**config.mk**
```make
export PLATFORM = sky130hd
export DESIGN_NAME = execCore
export DESIGN_NICKNAME = d
export VERILOG_FILES = /design/src/hdl/execPkg.sv /design/src/hdl/aluRs.sv /design/src/hdl/alu.sv /design/src/hdl/reorderBuffer.sv /design/src/hdl/execRegs.sv /design/src/hdl/execCore.sv
export VERILOG_INCLUDE_DIRS = /design/src /design/src/hdl
export SDC_FILE = /design/constraint.sdc
export NUM_CORES = 2
export LEC_CHECK = 0
export BUFFER_PORTS_ARGS = -buffer_cell sky130_fd_sc_hd__clkbuf_2
export CAP_MARGIN = 10
export CELL_PAD_IN_SITES_DETAIL_PLACEMENT = 0
export CELL_PAD_IN_SITES_GLOBAL_PLACEMENT = 1
export CORE_AREA = 10 10 419 421
export CTS_CLUSTER_DIAMETER = 150
export DETAILED_ROUTE_END_ITERATION = 12
export DIE_AREA = 0 0 429 431
export PLACE_DENSITY = 0.77
export REMOVE_ABC_BUFFERS = 1
export SKIP_CTS_REPAIR_TIMING = 1
export SKIP_LAST_GASP = 1
export SYNTH_ARGS = -nofsm -noshare
export SYNTH_HDL_FRONTEND = slang
export SYNTH_HIERARCHICAL = 1
export SYNTH_SLANG_ARGS = --single-unit
export TNS_END_PERCENT = 20
```
**constraint.sdc**
```tcl
create_clock -name clk -period 8.1 [get_ports clk]
set_input_delay 1.215 -clock clk [delete_from_list [all_inputs] [get_ports clk]]
set_output_delay 1.215 -clock clk [all_outputs]
set_load 0.005 [all_outputs]
```
**src/hdl/execConfig_config.svh**
```systemverilog
`ifndef EXEC_CONFIG_SVH
`define EXEC_CONFIG_SVH

// ######################################################################
// datapath widths.
// ######################################################################

`define DATA_WIDTH 32
`define ADDR_WIDTH 32
`define NAME_WIDTH 5

// ######################################################################
// tomasulo structure sizes.
// ######################################################################

// tags index the reorder buffer directly.
`define TAG_WIDTH 3
`define ROB_DEPTH 8
`define RS_DEPTH 4

// register block bus.
`define APB_ADDR_WIDTH 4

`endif

```
**src/hdl/execPkg.sv**
```systemverilog
`include "execConfig_config.svh"

package execPkg;

    // integer operations, including the jump and upper-immediate forms.
    typedef enum logic [3:0] {
        ADD   = 4'd0,
        SUB   = 4'd1,
        SLL   = 4'd2,
        SLT   = 4'd3,
        SLTU  = 4'd4,
        XOR   = 4'd5,
        SRL   = 4'd6,
        SRA   = 4'd7,
        OR    = 4'd8,
        AND   = 4'd9,
        LUI   = 4'd10,
        AUIPC = 4'd11,
        JAL   = 4'd12,
        JALR  = 4'd13
    } aluOpE;

    // a source operand is either a value or the tag of its producer.
    typedef struct packed {
        logic                   ready;
        logic [`TAG_WIDTH-1:0]  tag;
        logic [`DATA_WIDTH-1:0] data;
    } operandT;

    typedef struct packed {
        aluOpE                  opCode;
        operandT                srcO;
        operandT                srcT;
        logic [`NAME_WIDTH-1:0] name;
        logic [`ADDR_WIDTH-1:0] pc;
    } dispatchT;

    typedef struct packed {
        aluOpE                  opCode;
        logic [`DATA_WIDTH-1:0] operandO;
        logic [`DATA_WIDTH-1:0] operandT;
        logic [`ADDR_WIDTH-1:0] pc;
        logic [`TAG_WIDTH-1:0]  tag;
    } issueT;

    typedef struct packed {
        logic                   valid;
        logic [`TAG_WIDTH-1:0]  tag;
        logic [`DATA_WIDTH-1:0] data;
        logic                   jumpEn;
        logic [`ADDR_WIDTH-1:0] jumpAddr;
    } cdbT;

    typedef struct packed {
        logic                   valid;
        logic [`NAME_WIDTH-1:0] name;
        logic [`DATA_WIDTH-1:0] data;
        logic                   jumpEn;
        logic [`ADDR_WIDTH-1:0] jumpAddr;
    } commitT;

endpackage

```
**src/hdl/aluRs.sv**
```systemverilog
`timescale 1ns/1ps
`include "execConfig_config.svh"

module aluRs (
    input  logic                  clk,
    input  logic                  rstN,
    input  execPkg::dispatchT     dispatch,
    input  logic                  dispatchFire,
    input  logic [`TAG_WIDTH-1:0] allocTag,
    input  execPkg::operandT      lookupO,
    input  execPkg::operandT      lookupT,
    input  execPkg::cdbT          cdb,
    input  logic                  issueEn,
    output logic                  free,
    output execPkg::issueT        issue,
    output logic                  issueValid
);

    localparam int IDX_WIDTH = $clog2(`RS_DEPTH);

    logic                   valid  [`RS_DEPTH];
    execPkg::aluOpE         opCode [`RS_DEPTH];
    execPkg::operandT       srcO   [`RS_DEPTH];
    execPkg::operandT       srcT   [`RS_DEPTH];
    logic [`ADDR_WIDTH-1:0] pc     [`RS_DEPTH];
    logic [`TAG_WIDTH-1:0]  tag    [`RS_DEPTH];
    // larger age means older; ages stay packed in 0..count-1.
    logic [IDX_WIDTH-1:0]   age    [`RS_DEPTH];

    logic [IDX_WIDTH-1:0] freeIdx;
    logic [IDX_WIDTH-1:0] issueIdx;
    logic [IDX_WIDTH-1:0] bestAge;
    logic                 anyReady;
    execPkg::operandT     newO;
    execPkg::operandT     newT;

    // a waiting operand picks up a matching bus result.
    function automatic execPkg::operandT snoop(input execPkg::operandT op,
                                               input execPkg::cdbT bus);
        execPkg::operandT res;
        res = op;
        if (!op.ready && bus.valid && bus.tag == op.tag) begin
            res.ready = 1'b1;
            res.data  = bus.data;
        end
        return res;
    endfunction

    // value first, then the buffer's stored result, then the live bus.
    function automatic execPkg::operandT resolve(input execPkg::operandT src,
                                                 input execPkg::operandT lookup,
                                                 input execPkg::cdbT bus);
        execPkg::operandT res;
        res = src;
        if (!src.ready && lookup.ready) begin
            res.ready = 1'b1;
            res.data  = lookup.data;
        end else begin
            res = snoop(src, bus);
        end
        return res;
    endfunction

    assign newO = resolve(dispatch.srcO, lookupO, cdb);
    assign newT = resolve(dispatch.srcT, lookupT, cdb);

    always_comb begin
        free    = 1'b0;
        freeIdx = '0;
        for (int i = `RS_DEPTH - 1; i >= 0; i--) begin
            if (!valid[i]) begin
                free    = 1'b1;
                freeIdx = IDX_WIDTH'(i);
            end
        end
    end

    // oldest ready entry wins.
    always_comb begin
        anyReady = 1'b0;
        issueIdx = '0;
        bestAge  = '0;
        for (int i = 0; i < `RS_DEPTH; i++) begin
            if (valid[i] && srcO[i].ready && srcT[i].ready &&
                (!anyReady || age[i] > bestAge)) begin
                anyReady = 1'b1;
                issueIdx = IDX_WIDTH'(i);
                bestAge  = age[i];
            end
        end
    end

    assign issueValid      = anyReady && issueEn;
    assign issue.opCode    = opCode[issueIdx];
    assign issue.operandO  = srcO[issueIdx].data;
    assign issue.operandT  = srcT[issueIdx].data;
    assign issue.pc        = pc[issueIdx];
    assign issue.tag       = tag[issueIdx];

    always_ff @(posedge clk) begin
        if (!rstN) begin
            for (int i = 0; i < `RS_DEPTH; i++) begin
                valid[i] <= 1'b0;
                age[i]   <= '0;
            end
        end else begin
            for (int i = 0; i < `RS_DEPTH; i++) begin
                if (valid[i]) begin
                    srcO[i] <= snoop(srcO[i], cdb);
                    srcT[i] <= snoop(srcT[i], cdb);
                    if (issueValid && issueIdx == IDX_WIDTH'(i)) begin
                        valid[i] <= 1'b0;
                    end else begin
                        age[i] <= age[i] + IDX_WIDTH'(dispatchFire)
                                  - IDX_WIDTH'(issueValid && age[i] > bestAge);
                    end
                end
            end
            if (dispatchFire) begin
                valid[freeIdx]  <= 1'b1;
                opCode[freeIdx] <= dispatch.opCode;
                srcO[freeIdx]   <= newO;
                srcT[freeIdx]   <= newT;
                pc[freeIdx]     <= dispatch.pc;
                tag[freeIdx]    <= allocTag;
                age[freeIdx]    <= '0;
            end
        end
    end

    fireHasSlot: assert property (@(posedge clk) disable iff (!rstN)
        dispatchFire |-> free);

    // no entry leaves the station while issue is held off.
    issueGated: assert property (@(posedge clk) disable iff (!rstN)
        !issueEn |=> !$rose(free));

endmodule

```
**src/hdl/alu.sv**
```systemverilog
`timescale 1ns/1ps
`include "execConfig_config.svh"

module alu (
    input  logic           clk,
    input  logic           rstN,
    input  execPkg::issueT issue,
    input  logic           issueValid,
    output execPkg::cdbT   cdb
);

    logic [`DATA_WIDTH-1:0] result;
    logic                   isJump;
    logic [`ADDR_WIDTH-1:0] target;
    logic [`ADDR_WIDTH-1:0] linkAddr;
    logic [4:0]             shamt;

    assign shamt    = issue.operandT[4:0];
    assign linkAddr = issue.pc + `ADDR_WIDTH'(4);

    always_comb begin
        result = '0;
        isJump = 1'b0;
        target = '0;
        case (issue.opCode)
            execPkg::ADD:   result = issue.operandO + issue.operandT;
            execPkg::SUB:   result = issue.operandO - issue.operandT;
            execPkg::SLL:   result = issue.operandO << shamt;
            execPkg::SLT:   result = `DATA_WIDTH'($signed(issue.operandO) <
                                                  $signed(issue.operandT));
            execPkg::SLTU:  result = `DATA_WIDTH'(issue.operandO < issue.operandT);
            execPkg::XOR:   result = issue.operandO ^ issue.operandT;
            execPkg::SRL:   result = issue.operandO >> shamt;
            execPkg::SRA:   result = $unsigned($signed(issue.operandO) >>> shamt);
            execPkg::OR:    result = issue.operandO | issue.operandT;
            execPkg::AND:   result = issue.operandO & issue.operandT;
            execPkg::LUI:   result = issue.operandT;
            execPkg::AUIPC: result = `DATA_WIDTH'(issue.pc) + issue.operandT;
            execPkg::JAL: begin
                isJump = 1'b1;
                target = issue.pc + `ADDR_WIDTH'(issue.operandT);
                result = `DATA_WIDTH'(linkAddr);
            end
            execPkg::JALR: begin
                // target is forced to an even address.
                isJump = 1'b1;
                target = `ADDR_WIDTH'(issue.operandO + issue.operandT) & ~`ADDR_WIDTH'(1);
                result = `DATA_WIDTH'(linkAddr);
            end
            default: ;
        endcase
    end

    // one op per cycle, result lands on the bus the cycle after issue.
    always_ff @(posedge clk) begin
        if (!rstN) begin
            cdb.valid <= 1'b0;
        end else begin
            cdb.valid    <= issueValid;
            cdb.tag      <= issue.tag;
            cdb.data     <= result;
            cdb.jumpEn   <= isJump;
            cdb.jumpAddr <= target;
        end
    end

endmodule

```
**src/hdl/reorderBuffer.sv**
```systemverilog
`timescale 1ns/1ps
`include "execConfig_config.svh"

module reorderBuffer (
    input  logic                  clk,
    input  logic                  rstN,
    input  execPkg::dispatchT     dispatch,
    input  logic                  dispatchFire,
    input  execPkg::cdbT          cdb,
    output logic [`TAG_WIDTH-1:0] allocTag,
    output logic                  full,
    output execPkg::operandT      lookupO,
    output execPkg::operandT      lookupT,
    output execPkg::commitT       commit
);

    localparam logic [`TAG_WIDTH:0] DEPTH_COUNT = `ROB_DEPTH;

    // ######################################################################
    // entry storage.
    // ######################################################################

    logic                   busy     [`ROB_DEPTH];
    logic                   done     [`ROB_DEPTH];
    logic [`NAME_WIDTH-1:0] name     [`ROB_DEPTH];
    logic [`DATA_WIDTH-1:0] data     [`ROB_DEPTH];
    logic                   jumpEn   [`ROB_DEPTH];
    logic [`ADDR_WIDTH-1:0] jumpAddr [`ROB_DEPTH];

    logic [`TAG_WIDTH-1:0]  head;
    logic [`TAG_WIDTH-1:0]  tail;
    logic [`TAG_WIDTH:0]    count;
    logic                   retire;

    assign allocTag = tail;
    assign full     = count == DEPTH_COUNT;
    assign retire   = busy[head] && done[head];

    // done stays set after retirement until the slot is handed out again.
    always_comb begin
        lookupO.tag   = dispatch.srcO.tag;
        lookupO.ready = done[dispatch.srcO.tag];
        lookupO.data  = data[dispatch.srcO.tag];
        lookupT.tag   = dispatch.srcT.tag;
        lookupT.ready = done[dispatch.srcT.tag];
        lookupT.data  = data[dispatch.srcT.tag];
    end

    // ######################################################################
    // allocate, complete, retire.
    // ######################################################################

    always_ff @(posedge clk) begin
        if (!rstN) begin
            head          <= '0;
            tail          <= '0;
            count         <= '0;
            commit.valid  <= 1'b0;
            commit.jumpEn <= 1'b0;
            for (int i = 0; i < `ROB_DEPTH; i++) begin
                busy[i] <= 1'b0;
                done[i] <= 1'b0;
            end
        end else begin
            commit.valid  <= retire;
            commit.jumpEn <= retire && jumpEn[head];
            if (retire) begin
                commit.name     <= name[head];
                commit.data     <= data[head];
                commit.jumpAddr <= jumpAddr[head];
                busy[head]      <= 1'b0;
                head            <= head + 1'b1;
            end
            if (cdb.valid) begin
                done[cdb.tag]     <= 1'b1;
                data[cdb.tag]     <= cdb.data;
                jumpEn[cdb.tag]   <= cdb.jumpEn;
                jumpAddr[cdb.tag] <= cdb.jumpAddr;
            end
            if (dispatchFire) begin
                busy[tail] <= 1'b1;
                done[tail] <= 1'b0;
                name[tail] <= dispatch.name;
                tail       <= tail + 1'b1;
            end
            count <= count + (`TAG_WIDTH + 1)'(dispatchFire)
                     - (`TAG_WIDTH + 1)'(retire);
        end
    end

    // a bus result always belongs to an op that is still in flight.
    cdbHitsBusy: assert property (@(posedge clk) disable iff (!rstN)
        cdb.valid |-> busy[cdb.tag]);

endmodule

```
**src/hdl/execRegs.sv**
```systemverilog
`timescale 1ns/1ps
`include "execConfig_config.svh"

module execRegs (
    input  logic                       clk,
    input  logic                       rstN,
    input  logic                       psel,
    input  logic                       penable,
    input  logic                       pwrite,
    input  logic [`APB_ADDR_WIDTH-1:0] paddr,
    input  logic [`DATA_WIDTH-1:0]     pwdata,
    input  execPkg::commitT            commit,
    output logic [`DATA_WIDTH-1:0]     prdata,
    output logic                       pready,
    output logic                       pslverr,
    output logic                       issueEn
);

    localparam logic [`APB_ADDR_WIDTH-1:0] CTRL_ADDR     = 'h0;
    localparam logic [`APB_ADDR_WIDTH-1:0] COMMITS_ADDR  = 'h4;
    localparam logic [`APB_ADDR_WIDTH-1:0] LASTJUMP_ADDR = 'h8;

    logic                   access;
    logic                   addrHit;
    logic                   readOnly;
    logic [31:0]            commitCount;
    logic [`ADDR_WIDTH-1:0] lastJump;

    assign access = psel && penable;
    assign pready = 1'b1;

    always_comb begin
        addrHit  = 1'b1;
        readOnly = 1'b1;
        prdata   = '0;
        case (paddr)
            CTRL_ADDR: begin
                readOnly = 1'b0;
                prdata   = `DATA_WIDTH'(issueEn);
            end
            COMMITS_ADDR:  prdata = `DATA_WIDTH'(commitCount);
            LASTJUMP_ADDR: prdata = `DATA_WIDTH'(lastJump);
            default:       addrHit = 1'b0;
        endcase
    end

    // bad address or write to a status register.
    assign pslverr = access && (!addrHit || (pwrite && readOnly));

    always_ff @(posedge clk) begin
        if (!rstN) begin
            issueEn     <= 1'b0;
            commitCount <= '0;
            lastJump    <= '0;
        end else begin
            if (access && pwrite && paddr == CTRL_ADDR) begin
                issueEn <= pwdata[0];
            end
            if (commit.valid) begin
                commitCount <= commitCount + 32'd1;
            end
            if (commit.jumpEn) begin
                lastJump <= commit.jumpAddr;
            end
        end
    end

endmodule

```
**src/hdl/execCore.sv**
```systemverilog
`timescale 1ns/1ps
`include "execConfig_config.svh"

module execCore (
    input  logic                       clk,
    input  logic                       rstN,
    input  execPkg::dispatchT          dispatch,
    input  logic                       dispatchValid,
    output logic                       dispatchReady,
    input  logic                       psel,
    input  logic                       penable,
    input  logic                       pwrite,
    input  logic [`APB_ADDR_WIDTH-1:0] paddr,
    input  logic [`DATA_WIDTH-1:0]     pwdata,
    output logic [`DATA_WIDTH-1:0]     prdata,
    output logic                       pready,
    output logic                       pslverr,
    output execPkg::commitT            commit
);

    logic                  dispatchFire;
    logic                  rsFree;
    logic                  robFull;
    logic [`TAG_WIDTH-1:0] allocTag;
    logic                  issueEn;
    logic                  issueValid;
    execPkg::operandT      lookupO;
    execPkg::operandT      lookupT;
    execPkg::issueT        issue;
    execPkg::cdbT          cdb;

    // a dispatch needs a station slot and a buffer entry at once.
    assign dispatchReady = rsFree && !robFull;
    assign dispatchFire  = dispatchValid && dispatchReady;

    aluRs u_aluRs (
        .clk, .rstN, .dispatch, .dispatchFire, .allocTag,
        .lookupO, .lookupT, .cdb, .issueEn,
        .free(rsFree), .issue, .issueValid
    );

    alu u_alu (
        .clk, .rstN, .issue, .issueValid, .cdb
    );

    reorderBuffer u_reorderBuffer (
        .clk, .rstN, .dispatch, .dispatchFire, .cdb,
        .allocTag, .full(robFull), .lookupO, .lookupT, .commit
    );

    execRegs u_execRegs (
        .clk, .rstN, .psel, .penable, .pwrite, .paddr, .pwdata, .commit,
        .prdata, .pready, .pslverr, .issueEn
    );

endmodule

```
==> results.yml <==
final_layout:
  finalCoreUtilization_pct: 47.61
  final_nets: 6524
  drive_above_1_share_pct: 25.37
  syn_to_final_growth_pct: 19.37
  n_fill_cell: 14800
  multi_input_area_sq_um: 27960
  regArea_sq_um: 36460
placement:
  dp_hpwl_um: 175500
  place.gp.congestion: 1.013
  portBuffers: 228
clocking:
  cts.path.max_buffers: 3
  cts_htree_levels: 4
  cts_buffers: 135
  cts_sinks: 1250
  path_clk_slew_ps: 60
  cts_tree: "built"
  clock_latency_ps: 790
  clockRootBuffer: "clkbuf_16"
run:
  maxCapViolations: 0
worst_setup_path:
  critPathKind: "reg -> reg"
  reg2reg_slack_ps: 210
  crit_slowest_cell: "edfxtp_1"
  cp-end-kind: "flop"
  required_ps: 8610
  cp_max_fo: 14
  crit_top_cell: "o21ai_0"
  cpPeakStageDelay_ps: 410
  worstSetupStartpointType: "flop"
  cp.arrival_ps: 8400
die:
  die_h_um: 431
  die-area_sq_um: 184900
  core-area_sq_um: 166700
  rows: 150
  start_util_pct: 39.88
  dieWidth_um: 429
  io_pins: 261
drt:
  vias: 52616
  drtIter0Drc: 6920
  drc: 0
  antenna_left: 0
  vias_per_cell: 6.173
  first_pass_iters: 7
  wire_per_inst_um: 29.10
  drt_wl_total_um: 248100
sta:
  final-hold-violation-count: 0
  hold_slack_ps: 471.6
  min_period_ps: 7891
  relSlewSlack_pct: 30.75
  setup_viol: 0
  tightest_slew_ps: 1036
  period_share_pct: 97.42
  final.setup.tns_ps: 0
  drv_slew: 0
  max_freq_mhz: 126.7
  skew_ps: 49.76
  rsz0062_at_grt: "yes"
global_route:
  grt_max_degree: 67
  grt_usage_pct: 25.74
  grt_remaining_overflow: 0
  grt_pass1_wl_um: 355000
  antenna_found_initial: 10
  first_global_vias: 51081
power_and_ir_drop:
  power_density_nw_per_um2: 213.4
  vdd_drop_max_v: 0.0002273
  p_leak_nw: 28.77
  power_mw: 16.93
synthesis:
  syn-instance-count: 5527
  synth_area_per_cell_sq_um: 12.03
  synth_area_sq_um: 66470
  yosysWarnings: 6
outcome:
  outcome: "completed"
hold_path:
  min_path_type: "reg -> reg"
[where the power goes]
part           total (mW)  internal (mW)  switching, mW  leakage, nW
logic                3.01           1.23           1.78         15.2
clock network        6.39           3.77           2.62         2.23
registers            7.53           7.32          0.211         11.3
total                16.9           12.3           4.62         28.8
[worst max-delay path, delay by kind of cell, from the launching register on]
family / cells / cell delay [ps]
adders and majority gates: 4 / 1100
AOI/OAI and AO/OA: 14 / 3320
DFF: 1 / 410
buffers and inverters: 7 / 1100
xor gates and xnor gates: 1 / 120
and+or+nand+nor: 10 / 1510
[cell type report]
cell class | count | share of cell area (%)
diodes | 5 | 0.01577
clock buffers | 169 | 4.641
clock inverters | 76 | 1.170
inverters | 138 | 0.6655
multi-input cells | 3714 | 35.24
flip-flops and latches | 1250 | 45.95
well taps | 2204 | 3.476
repair buffers | 968 | 8.841
[placed cells by master, fill, tap and decap left out, types with 118 or more instances in the layout]
cell       instances
mux4_2           186
nand2_1          302
a21oi_1          473
buf_4            719
mux2_2           118
edfxtp_1        1141
o21ai_0          266
clkbuf_16        140
clkbuf_2         223
mux2i_1          264
nor2_1           554
ha_1             158
inv_1            125
a22oi_1          186
[per-stage QoR]
step                instance area (sq um)  cells  setup WS, ps
global route                        79330   8520        -84.95
finish                              79340   8524         209.4
floorplan                           64550   5102        -11020
detailed placement                  74640   8273         335.6
global placement                    74640   8273         300.5
CTS                                 79250   8518         265.3
[flip-flops by register name, indices dropped and copies added (netlist names), named ones only]
name                      count
u_aluRs/tag                  12
u_aluRs/srcT                144
u_execRegs/issueEn            1
u_reorderBuffer/commit       71
u_reorderBuffer/busy          8
u_aluRs/valid                 4
u_alu/cdb                    69
u_reorderBuffer/count         4
u_execRegs/lastJump          32
u_reorderBuffer/jumpEn        8
u_reorderBuffer/head          3
u_reorderBuffer/allocTag      3
u_reorderBuffer/jumpAddr    256
u_reorderBuffer/data        256
u_aluRs/opCode               16
u_reorderBuffer/done          8
u_aluRs/srcO                144
u_aluRs/age                   8
u_reorderBuffer/name         40
u_aluRs/pc                  128
u_execRegs/commitCount       32
[path summary, 6_finish.rpt]
check	from	end	depth (start not counted)
worst min register to register	u_execRegs/commitCount[31]	u_execRegs/commitCount[31]	2
worst max register to register	u_aluRs/srcT[0][35]	u_alu/cdb[61]	36
worst max-delay path	u_aluRs/srcT[0][35]	u_alu/cdb[61]	36
worst min-delay path	u_execRegs/commitCount[31]	u_execRegs/commitCount[31]	2
[layer usage]
| layer | track usage [%] | part of all wire [%] |
|---|---|---|
| met1 | 33.68 | 39 |
| met2 | 40.54 | 45 |
| met3 | 5.219 | 9.9 |
| met4 | 13.20 | 5.9 |
| met5 | 0 | 0.028 |
Power figures use the tool's default switching activity.
